<file path="config.mk">
export PLATFORM = sky130hd
export DESIGN_NAME = pma_mpu_top
export DESIGN_NICKNAME = d
export VERILOG_FILES = /design/src/rtl/mpu_pkg.sv /design/src/rtl/mpu_req_stage.sv /design/src/rtl/pma_lookup.sv /design/src/rtl/resp_integrity_fifo.sv /design/src/rtl/pma_mpu_top.sv
export SDC_FILE = /design/constraint.sdc
export NUM_CORES = 1
export LEC_CHECK = 0
export BUFFER_PORTS_ARGS = -buffer_cell sky130_fd_sc_hd__buf_4
export CAP_MARGIN = 20
export CORE_MARGIN = 1.5
export CORE_UTILIZATION = 47
export CTS_CLUSTER_SIZE = 30
export DETAILED_ROUTE_END_ITERATION = 10
export PLACE_DENSITY = 0.86
export RECOVER_POWER = 50
export SYNTH_ARGS = -nofsm -noshare
export SYNTH_HDL_FRONTEND = slang
export SYNTH_HIERARCHICAL = 1
export SYNTH_SLANG_ARGS = --single-unit
</file>
<file path="constraint.sdc">
create_clock -name clk -period 1.8 [get_ports clk]
set_clock_uncertainty 0.1 [all_clocks]
set_input_delay 0.09 -clock clk [delete_from_list [all_inputs] [get_ports clk]]
set_output_delay 0.09 -clock clk [all_outputs]
set_load 0.05 [all_outputs]
</file>
<file path="src/rtl/mpu_pkg.sv">
////////////////////
// PMA checker shared types, widths and the default region table
////////////////////
package mpu_pkg;

  ////////////////////
  // Widths
  ////////////////////

  typedef logic [31:0] addr_t;
  typedef logic [29:0] word_addr_t;
  typedef logic [31:0] data_t;

  // Upper bound on the region table size
  localparam int MAX_REGIONS = 16;
  localparam int PMA_NUM_REGIONS_DEFAULT = 4;

  // Integrity FIFO depth, must be a power of two
  localparam int MAX_OUTSTANDING_DEFAULT = 4;

  ////////////////////
  // Structs
  ////////////////////

  typedef struct packed {
    logic main;
    logic bufferable;
    logic cacheable;
    logic integrity;
  } pma_attr_t;

  // Half-open word range, low included and high excluded
  typedef struct packed {
    word_addr_t word_addr_low;
    word_addr_t word_addr_high;
    pma_attr_t  attr;
  } pma_region_t;

  // A store has neither instr nor load set
  typedef struct packed {
    addr_t addr;
    logic  instr;
    logic  misaligned;
    logic  load;
  } core_req_t;

  typedef struct packed {
    addr_t addr;
    logic  bufferable;
    logic  cacheable;
  } bus_req_t;

  typedef struct packed {
    data_t rdata;
    logic  integrity;
  } core_resp_t;

  // No region hit means I/O with nothing else set
  localparam pma_attr_t PMA_ATTR_UNMATCHED = '0;

  ////////////////////
  // Default table
  ////////////////////

  // Byte ranges: r0 0x0-0x10000, r1 0x8000-0x20000,
  // r2 0x1000_0000-0x1000_1000, r3 0x1000_0800-0x1000_2000
  localparam pma_region_t [PMA_NUM_REGIONS_DEFAULT-1:0] PMA_CFG_DEFAULT = '{
    0: '{word_addr_low: 30'h0000_0000, word_addr_high: 30'h0000_4000,
         attr: '{main: 1'b1, bufferable: 1'b0, cacheable: 1'b1, integrity: 1'b1}},
    1: '{word_addr_low: 30'h0000_2000, word_addr_high: 30'h0000_8000,
         attr: '{main: 1'b1, bufferable: 1'b1, cacheable: 1'b0, integrity: 1'b0}},
    2: '{word_addr_low: 30'h0400_0000, word_addr_high: 30'h0400_0400,
         attr: '{main: 1'b0, bufferable: 1'b0, cacheable: 1'b0, integrity: 1'b0}},
    3: '{word_addr_low: 30'h0400_0200, word_addr_high: 30'h0400_0800,
         attr: '{main: 1'b1, bufferable: 1'b0, cacheable: 1'b0, integrity: 1'b0}}
  };

endpackage

</file>
<file path="src/rtl/mpu_req_stage.sv">
////////////////////
// Request register in front of the PMA lookup
////////////////////
module mpu_req_stage import mpu_pkg::*; (
  input  logic      clk,
  input  logic      rst_n,

  // Core side, one strobe per request
  input  logic      req_valid_i,
  input  core_req_t req_i,

  // Towards the lookup
  output logic      req_valid_o,
  output core_req_t req_o
);

  ////////////////////
  // Strobe
  ////////////////////

  // Valid lasts exactly one cycle per accepted request
  always_ff @(posedge clk or negedge rst_n) begin
    if (!rst_n) begin
      req_valid_o <= 1'b0;
    end else begin
      req_valid_o <= req_valid_i;
    end
  end

  ////////////////////
  // Payload
  ////////////////////

  // Held between strobes so the comparators see a stable address
  always_ff @(posedge clk) begin
    if (req_valid_i) begin
      req_o <= req_i;
    end
  end

endmodule

</file>
<file path="src/rtl/pma_lookup.sv">
////////////////////
// PMA region lookup, attribute selection and error rule
// Issues the request to the bus or refuses it one cycle later
////////////////////
module pma_lookup import mpu_pkg::*; #(
  parameter int                                PMA_NUM_REGIONS = PMA_NUM_REGIONS_DEFAULT,
  parameter pma_region_t [PMA_NUM_REGIONS-1:0] PMA_CFG         = PMA_CFG_DEFAULT
) (
  input  logic      clk,
  input  logic      rst_n,

  input  logic      req_valid_i,
  input  core_req_t req_i,

  output logic      bus_req_valid_o,
  output bus_req_t  bus_req_o,
  output logic      issue_integrity_o,
  output logic      err_valid_o,
  output addr_t     err_addr_o
);

  word_addr_t                 word_addr;
  logic [PMA_NUM_REGIONS-1:0] region_hit;
  pma_attr_t                  attr_sel;
  logic                       pma_err;
  logic                       is_store;

  assign word_addr = req_i.addr[31:2];
  assign is_store  = !req_i.instr && !req_i.load;

  ////////////////////
  // Region match
  ////////////////////

  always_comb begin
    for (int i = 0; i < PMA_NUM_REGIONS; i++) begin
      region_hit[i] = (word_addr >= PMA_CFG[i].word_addr_low) &&
                      (word_addr <  PMA_CFG[i].word_addr_high);
    end
  end

  // Walk downwards so the lowest hit index is written last
  always_comb begin
    attr_sel = PMA_ATTR_UNMATCHED;
    for (int i = PMA_NUM_REGIONS - 1; i >= 0; i--) begin
      if (region_hit[i]) begin
        attr_sel = PMA_CFG[i].attr;
      end
    end
  end

  // Fetches and split accesses must target main memory
  assign pma_err = (req_i.instr || req_i.misaligned) && !attr_sel.main;

  ////////////////////
  // Result register
  ////////////////////

  always_ff @(posedge clk or negedge rst_n) begin
    if (!rst_n) begin
      bus_req_valid_o <= 1'b0;
      err_valid_o     <= 1'b0;
    end else begin
      bus_req_valid_o <= req_valid_i && !pma_err;
      err_valid_o     <= req_valid_i && pma_err;
    end
  end

  always_ff @(posedge clk) begin
    if (req_valid_i) begin
      bus_req_o.addr       <= req_i.addr;
      bus_req_o.cacheable  <= attr_sel.cacheable;
      // Only stores may be posted
      bus_req_o.bufferable <= attr_sel.bufferable && is_store;
      issue_integrity_o    <= attr_sel.integrity;
      err_addr_o           <= req_i.addr;
    end
  end

  ////////////////////
  // Assertions
  ////////////////////

  a_num_regions: assert property (@(posedge clk) disable iff (!rst_n)
    (PMA_NUM_REGIONS >= 1) && (PMA_NUM_REGIONS <= MAX_REGIONS))
    else $error("PMA region count out of range");

  for (genvar g = 0; g < PMA_NUM_REGIONS; g++) begin : g_cfg_chk
    a_bounds: assert property (@(posedge clk) disable iff (!rst_n)
      PMA_CFG[g].word_addr_low < PMA_CFG[g].word_addr_high)
      else $error("PMA region %0d has an empty range", g);
    a_io_uncached: assert property (@(posedge clk) disable iff (!rst_n)
      !PMA_CFG[g].attr.main |-> !PMA_CFG[g].attr.cacheable)
      else $error("PMA region %0d is I/O and cacheable", g);
  end

  a_strobe_excl: assert property (@(posedge clk) disable iff (!rst_n)
    !(bus_req_valid_o && err_valid_o))
    else $error("Bus request and error strobe high together");

endmodule

</file>
<file path="src/rtl/resp_integrity_fifo.sv">
////////////////////
// Integrity bit FIFO for outstanding bus transactions
////////////////////
module resp_integrity_fifo import mpu_pkg::*; #(
  parameter int MAX_OUTSTANDING = MAX_OUTSTANDING_DEFAULT
) (
  input  logic       clk,
  input  logic       rst_n,

  // Issue side
  input  logic       push_i,
  input  logic       integrity_i,

  // In-order bus responses
  input  logic       bus_resp_valid_i,
  input  data_t      bus_rdata_i,

  output logic       core_resp_valid_o,
  output core_resp_t core_resp_o
);

  localparam int PTR_W = (MAX_OUTSTANDING > 1) ? $clog2(MAX_OUTSTANDING) : 1;
  localparam int CNT_W = $clog2(MAX_OUTSTANDING + 1);

  typedef logic [PTR_W-1:0] ptr_t;
  typedef logic [CNT_W-1:0] cnt_t;

  logic [MAX_OUTSTANDING-1:0] int_mem;
  ptr_t                       wr_ptr;
  ptr_t                       rd_ptr;
  cnt_t                       count;
  logic                       pop;
  logic                       head_integrity;

  assign pop = bus_resp_valid_i;

  // An empty FIFO hands the bit being pushed straight through
  assign head_integrity = (count == '0) ? integrity_i : int_mem[rd_ptr];

  ////////////////////
  // Pointers and count
  ////////////////////

  always_ff @(posedge clk or negedge rst_n) begin
    if (!rst_n) begin
      wr_ptr <= '0;
      rd_ptr <= '0;
      count  <= '0;
    end else begin
      if (push_i) begin
        wr_ptr <= wr_ptr + 1'b1;
      end
      if (pop) begin
        rd_ptr <= rd_ptr + 1'b1;
      end
      if (push_i && !pop) begin
        count <= count + 1'b1;
      end else if (pop && !push_i) begin
        count <= count - 1'b1;
      end
    end
  end

  always_ff @(posedge clk) begin
    if (push_i) begin
      int_mem[wr_ptr] <= integrity_i;
    end
  end

  ////////////////////
  // Core response
  ////////////////////

  always_ff @(posedge clk or negedge rst_n) begin
    if (!rst_n) begin
      core_resp_valid_o <= 1'b0;
    end else begin
      core_resp_valid_o <= pop;
    end
  end

  always_ff @(posedge clk) begin
    if (pop) begin
      core_resp_o.rdata     <= bus_rdata_i;
      core_resp_o.integrity <= head_integrity;
    end
  end

  // Bus side must respect the outstanding limit
  a_no_overflow: assert property (@(posedge clk) disable iff (!rst_n)
    push_i && !pop |-> count < cnt_t'(MAX_OUTSTANDING))
    else $error("Integrity FIFO push while full");

  a_no_underflow: assert property (@(posedge clk) disable iff (!rst_n)
    pop |-> (count != '0) || push_i)
    else $error("Bus response with no transaction outstanding");

endmodule

</file>
<file path="src/rtl/pma_mpu_top.sv">
////////////////////
// PMA checker top, request register, lookup and integrity FIFO
////////////////////
module pma_mpu_top import mpu_pkg::*; #(
  parameter int                                PMA_NUM_REGIONS = PMA_NUM_REGIONS_DEFAULT,
  parameter pma_region_t [PMA_NUM_REGIONS-1:0] PMA_CFG         = PMA_CFG_DEFAULT,
  parameter int                                MAX_OUTSTANDING = MAX_OUTSTANDING_DEFAULT
) (
  input  logic       clk,
  input  logic       rst_n,

  // Core request
  input  logic       req_valid_i,
  input  core_req_t  req_i,

  // Bus side
  output logic       bus_req_valid_o,
  output bus_req_t   bus_req_o,
  input  logic       bus_resp_valid_i,
  input  data_t      bus_rdata_i,

  // Core error and response
  output logic       err_valid_o,
  output addr_t      err_addr_o,
  output logic       core_resp_valid_o,
  output core_resp_t core_resp_o
);

  logic      req_q_valid;
  core_req_t req_q;
  logic      issue_integrity;

  mpu_req_stage u_req_stage (
    .clk         (clk),
    .rst_n       (rst_n),
    .req_valid_i (req_valid_i),
    .req_i       (req_i),
    .req_valid_o (req_q_valid),
    .req_o       (req_q)
  );

  pma_lookup #(
    .PMA_NUM_REGIONS (PMA_NUM_REGIONS),
    .PMA_CFG         (PMA_CFG)
  ) u_lookup (
    .clk               (clk),
    .rst_n             (rst_n),
    .req_valid_i       (req_q_valid),
    .req_i             (req_q),
    .bus_req_valid_o   (bus_req_valid_o),
    .bus_req_o         (bus_req_o),
    .issue_integrity_o (issue_integrity),
    .err_valid_o       (err_valid_o),
    .err_addr_o        (err_addr_o)
  );

  // Every issued bus request takes one FIFO slot
  resp_integrity_fifo #(
    .MAX_OUTSTANDING (MAX_OUTSTANDING)
  ) u_int_fifo (
    .clk               (clk),
    .rst_n             (rst_n),
    .push_i            (bus_req_valid_o),
    .integrity_i       (issue_integrity),
    .bus_resp_valid_i  (bus_resp_valid_i),
    .bus_rdata_i       (bus_rdata_i),
    .core_resp_valid_o (core_resp_valid_o),
    .core_resp_o       (core_resp_o)
  );

endmodule

</file>
==> metrics.md, run 1 <==
| Metric | Value |
|---|---|
| Hold Path Class | `input pin to register` |
| Clk pin slew, worst setup/hold paths | `0.06 ns` |
| Global-route wire length before repair | `between 10 and 15 mm` |
| Number of CTS-inserted buffers | `17` |
| RSZ-0062 raised after global routing | `false` |
| IO Port Bufs | `around 170` |
| Top-area cell type share of the netlist area | `77.7%` |
| Post-synthesis cell type count | `24` |
| GRT Resource Usage Total | `20.0%` |
| # setup viols final | `0` |
| Worst slew pin tran | `0.893 ns` |
| Synthesized cell area | `approximately 4100 µm²` |
| Syn. warnings | `6` |
| CP arrival | `2.00 ns` |
| Seq/Total Area, Yosys | `about 84%` |
| Status | `complete, no violations` |
| Starting Density | `49.1%` |
| Hpwl dp | `between 5 and 6 mm` |
| Post_cts resized | `0` |
| Max-slew violation count | `0` |
| Die area | `approximately 9300 µm²` |
| Die X | `about 96 µm` |
| Crit path time final | `approximately 1.7 ns` |
| 1st-pass router iterations | `4` |
| Final worst path period share | `93.7%` |
| Final Wtd Congestion | `~0.67` |
| WL/cell | `between 15 and 20 µm` |
| DIE HEIGHT | `around 96 µm` |
| LEAKAGE | `about 0.0027 µW` |
| Setup CP Type | `register to register` |
| Crit end category | `register` |
| Hold Buf Count CTS | `71` |
| Syn Inst Count | `196` |
| Slew headroom | `40.5%` |
| Critical path launch point type | `register` |
| Pre-CTS setup slack | `0.117 ns` |
| H-Tree Level Count | `4` |
| Clock Path Buffers | `2` |
| CTS sink cnt | `117` |
| Top cells by area, synth | `edfxtp_1 (78%), dfrtp_1 (6.7%), buf_4 (6.0%)` |
| Post-DRT Antenna Nets | `0` |
| Postcts setup bufs | `0` |
| Max FO, Critical Path | `9` |
| #FFs+latches synth | `117` |
| Setup TNS | `0 ns` |
| Hold Vio Cnt, Final | `0` |
| Clock Tree Root | `clkbuf_8` |
| Vias/cell | `roughly 4.6` |
| Core area | `8340 µm²` |
| Top Ports | `173` |
| Clk_lat worst skew | `around 0.50 ns` |
| PD cells | `1220 nW/µm²` |
| Post-route DRC | `0` |
| Vias in the first global route | `roughly 2500` |
| Setup WS post-layout | `0.114 ns` |
| Initial antenna violation count | `0` |
| Largest net degree at the start of global routing | `37` |
| Commonest non-fill, non-tap cell in the layout | `edfxtp_1` |
| Fmax | `593 MHz` |
| Total wire length | `9.19 mm` |
| Area grow syn2layout | `58.9%` |
| N_diodes | `0` |
| Max VDD drop | `0.857 mV` |
| Gr ovfl total | `0` |
| Share of layout cells above drive strength 1 | `48.4%` |
| Post-Syn Area per Cell | `approximately 21 µm²` |
| # rows | `33` |
| Req. time, crit path | `2.12 ns` |
| Most frequent cells in the layout | `edfxtp_1 (106), buf_4 (104), dlygate4sd3_1 (71)` |
| Final nets | `504` |
| Largest area contributor in the netlist | `edfxtp_1` |
| CTS tree | `built` |
| Post-Syn Nets | `273` |
| First DRT Iteration DRCs | `74` |
| Total number of vias | `2521` |
| Maximum Capacitance Violations | `0` |
## final cells by class
cell class / instances / area (µm²)
Sequential cell: 117 / 3460
Timing Repair Buffer: 245 / 2000
Fill cell: 467 / 1830
Clock buffer: 17 / 414
Multi-Input combinational cell: 41 / 370
Tap cell: 105 / 131
Clock inverter: 15 / 109
Inverter: 5 / 18.8
## critical path: stages (launching register included)
cell     delay (ns)
dfrtp_2        0.43
ha_1           0.20
inv_1          0.06
fa_1           0.37
xor2_1         0.17
nor2_1         0.12
xor2_1         0.16
## metal layers
layer  global-route usage (%)  part of all wire (%)  vias to the layer above
li1                         -                     -                     1168
met2                     35.5                    54                      140
met1                     21.4                    36                     1202
met4                     7.73                   1.2                        0
met5                        0                     0                        -
met3                     7.66                   9.1                       11
## flip-flops by register name (all words and copies together), names as in the netlist
signal / count
u_req_stage/req_o: 35
u_int_fifo/core_resp_o: 33
u_lookup/err_addr_o: 32
u_int_fifo/int_mem: 4
u_int_fifo/count: 3
u_int_fifo/rd_ptr: 2
u_int_fifo/wr_ptr: 2
u_lookup/bus_req_o: 2
u_int_fifo/core_resp_valid_o: 1
u_lookup/bus_req_valid_o: 1
u_lookup/err_valid_o: 1
u_req_stage/req_valid_o: 1
## synth_stat cells, drive strengths merged
cell type and instances:
a21boi 1, a221oi 1, and2 5, buf 33
dfrtp 11, edfxtp 106, fa 1, ha 5
inv 5, mux2 2, mux4 1, nand2 3
nand4 1, nor2 3, nor3 2, nor4 5
o211a 1, o21ai 2, or2 2, xnor2 2
xor2 4
## stage by stage
stage	power (µW)	hold slack (ns)	util [%]	area, µm²	instances
6_report	7950	0.225	78.0	6510	545
5_1_grt	8260	0.207	78.0	6510	545
4_1_cts	8030	0.181	78.2	6520	545
3_5_place_dp	5010	-0.164	63.4	5290	442
3_3_place_gp	4960	-0.170	63.4	5290	442
2_1_floorplan	4540	-0.306	-	4100	196
## cells by family after synthesis
family	Yosys count	synth area share (%)
AOI/OAI and AO/OA	5	1.04
xor gates and xnor gates	6	1.28
adders and majority gates	6	2.02
buffers and inverters	38	6.51
DFF	117	84.4
muxes	3	1.10
and+or+nand+nor	21	3.61
## power breakdown
group	internal, µW	switching [µW]
registers	3300	195
clock network	1690	1180
logic	578	1010
## final timing paths
check                                           endpoint                      from  cells after the start  slack (ns)
worst max register to register       u_int_fifo/count[2]  u_lookup/bus_req_valid_o                      6        0.11
worst min register to register    u_lookup/err_addr_o[9]     u_req_stage/req_o[12]                      0        0.32
worst min-delay path               u_req_stage/req_o[22]                 req_i[22]                      2        0.22
min in group asynchronous           u_int_fifo/rd_ptr[0]                     rst_n                      3        0.55
worst max-delay path                 u_int_fifo/count[2]  u_lookup/bus_req_valid_o                      6        0.11
max in group asynchronous       u_lookup/bus_req_valid_o                     rst_n                      3        0.65
Note: power is estimated with default switching activity, not from simulation.
==> run 2, diff against run 1 <==
CORE_ASPECT_RATIO = 0.5   (was default)
==> run 2 against run 1 <==
- hold slack got worse by 0.16 ns
- maximum frequency decreased by 4.2%
- combinational power increased by 5%
- count of clock-buffer cells in the layout increased by 2
- sequential power about the same
- total power increased by 5.1%
- non-clock buffer count increased by 3
- routed wire length increased by 19%
- critical path depth unchanged
- register-to-register slack got worse by 0.07 ns
- sequential share of layout area decreased by 0.49 points
- utilization increased by 1.8 points
- critical path type unchanged
- critical endpoint unchanged
- largest power group unchanged
- highest routed layer unchanged
==> metrics.md, run 2 (synthesis gave the netlist of run 1 again) <==
| Metric | Value |
|---|---|
| Total wire length | `10.9 mm` |
| Crit path time final | `1.76 ns` |
| Core area | `8230 µm²` |
| # setup viols final | `0` |
| Clock Path Buffers | `2` |
| Clock Tree Root | `clkbuf_16` |
| Final worst path period share | `97.8%` |
| Setup CP Type | `register to register` |
| Cells after DPL | `450` |
| Area grow syn2layout | `60.4%` |
| WL/cell | `19.6 µm` |
| Crit-path most repeated cell | `xor2_1` |
| PD cells | `roughly 1300 nW/µm²` |
| Finished Core Util | `79.8%` |
| Worst hold stages | `4` |
| Vias in the first global route | `between 2000 and 3000` |
| Largest register FFs | `35` |
| Post-DRT Antenna Nets | `0` |
| Final Wtd Congestion | `0.747` |
| Req. time, crit path | `2.02 ns` |
| Initial antenna violation count | `0` |
| Max VDD drop | `roughly 0.8 mV` |
| CTS sink cnt | `roughly 120` |
| Hold Vio Cnt, Final | `0` |
| Global-route wire length before repair | `~16 mm` |
| Critical Path Max Stage Delay | `0.42 ns` |
| FF-to-FF setup slack | `0.04 ns` |
| Starting Density | `about half` |
| Hpwl dp | `6.20 mm` |
| IO Port Bufs | `172` |
| Clk pwr share | `37.8%` |
| Total Power | `8350 µW` |
| CTS tree | `built` |
| Vias/cell | `4.79` |
| CP arrival | `1.98 ns` |
| Final nets | `507` |
| P_sw | `2440 µW` |
| Hold Path Class | `input pin to register` |
| 1st-pass router iterations | `4` |
| Most frequent cells in the layout | `buf_4 (108), edfxtp_1 (106), dlygate4sd3_1 (70)` |
| R2R cell count | `6` |
| Slew headroom | `37.7%` |
| Critical path launch point type | `register` |
| Comb power frac | `20.0%` |
| Maximum Capacitance Violations | `0` |
| FILL cells | `434` |
| Die X | `135 µm` |
| First DRT Iteration DRCs | `225` |
| Largest net degree at the start of global routing | `37` |
| Power Internal | `5910 µW` |
| Total number of vias | `2660` |
| Clk_lat worst skew | `0.40 ns` |
| Reg power frac | `about 42%` |
| Number of CTS-inserted buffers | `17` |
| Hold Startpoint | `bus_resp_valid_i` |
| Post-route DRC | `0` |
| Fmax | `568 MHz` |
| # rows | `23` |
| Worst setup path startpoint | `u_lookup/bus_req_valid_o` |
| Worst slew pin tran | `0.934 ns` |
| N_diodes | `0` |
| Die area | `roughly 9300 µm²` |
| Switching fraction of total power | `29.3%` |
| H-Tree Level Count | `4` |
| Max FO, Critical Path | `6` |
| Crit Reg-Reg Startpoint | `u_lookup/bus_req_valid_o` |
| GRT Resource Usage Total | `24.1%` |
| Max-slew violation count | `0` |
| Status | `complete, no violations` |
| Crit-path cells | `ha_2, inv_1, fa_1, xor2_1, nor2_1, xor2_1` |
| Gr ovfl total | `0` |
| Final cell count without fillers | `555` |
| Clk pin slew, worst setup/hold paths | `0.06 ns` |
| CP max-delay cell | `dfrtp_2` |
| Top Ports | `173` |
| DIE HEIGHT | `69.0 µm` |
| Share of layout cells above drive strength 1 | `48.8%` |
| Crit end category | `register` |
| Commonest non-fill, non-tap cell in the layout | `buf_4` |
| LEAKAGE | `~0.0027 µW` |
| Biggest regs | `u_req_stage/req_o (35), u_int_fifo/core_resp_o (33), u_lookup/err_addr_o (32)` |
| Largest Register | `u_req_stage/req_o` |
run 2: cell count changes in the layout (fill, tap and decap cells not counted), moves of 2 or more:
| cell | before | now |
|---|---|---|
| clkinvlp_4 | 8 | 1 |
| clkinv_2 | 2 | 8 |
| buf_4 | 104 | 108 |
| inv_6 | 3 | 0 |
| bufinv_16 | 0 | 2 |
run 2: per-layer routing:
layer	vias to the layer above	GRT usage, %	share of wire (%)
met4	0	9.56	1.8
met1	1323	25.9	37
li1	1172	-	-
met5	-	0	0
met2	140	45.4	55
met3	25	5.89	5.9
run 2: per-stage QoR:
stage	setup TNS, ns	cell area (µm²)	hold WS [ns]	worst slack, ns
2_1_floorplan	0	4100	-0.306	0.0178
3_5_place_dp	0	5300	-0.165	0.106
5_1_grt	-0.0557	6570	0.0723	-0.0557
4_1_cts	0	6550	0.0580	0.0230
6_report	0	6570	0.0652	0.0403
3_3_place_gp	0	5300	-0.169	0.196
run 2: path summary, 6_finish.rpt:
path,end
worst max-delay path,u_int_fifo/count[2]
worst min-delay path,u_int_fifo/count[0]
worst min register to register,u_lookup/err_addr_o[9]
min in group asynchronous,u_req_stage/req_valid_o
max in group asynchronous,u_lookup/bus_req_valid_o
worst max register to register,u_int_fifo/count[2]
run 2: critical path, delay by kind of cell, from the launching register on:
family	cells	cell delay, ns
AND/OR/NAND/NOR	1	0.12
XOR/XNOR	2	0.35
adder cells (fa/ha/maj)	2	0.61
buffers and inverters	1	0.06
flip-flops	1	0.42
run 2: power by group through the flow:
stage / combinational [µW] / clock (µW) / sequential [µW]
after floorplan: 540 / 0 / 4000
after global placement: 1440 / 0 / 3510
after detailed placement: 1500 / 0 / 3550
after CTS: 1650 / 3160 / 3500
after global routing: 1730 / 3320 / 3540
final: 1670 / 3160 / 3520
run 2: layout make-up:
type | instances | area, µm² | area share, %
Sequential cell | 117 | 3460 | 52.7
Timing Repair Buffer | 248 | 2030 | 30.9
Clock buffer | 19 | 433 | 6.59
Multi-Input combinational cell | 41 | 373 | 5.68
Tap cell | 112 | 140 | 2.13
Clock inverter | 13 | 115 | 1.75
Inverter | 5 | 18.8 | 0.286
run 2: repair_timing:
item / 4_1_cts / 5_1_grt
buffers inserted: 0 / 3
hold buffers: 70 / 0
endpoints found under the hold margin: 79 / 0
setup endpoints to repair: 0 / 1
gates resized for setup: 0 / 1
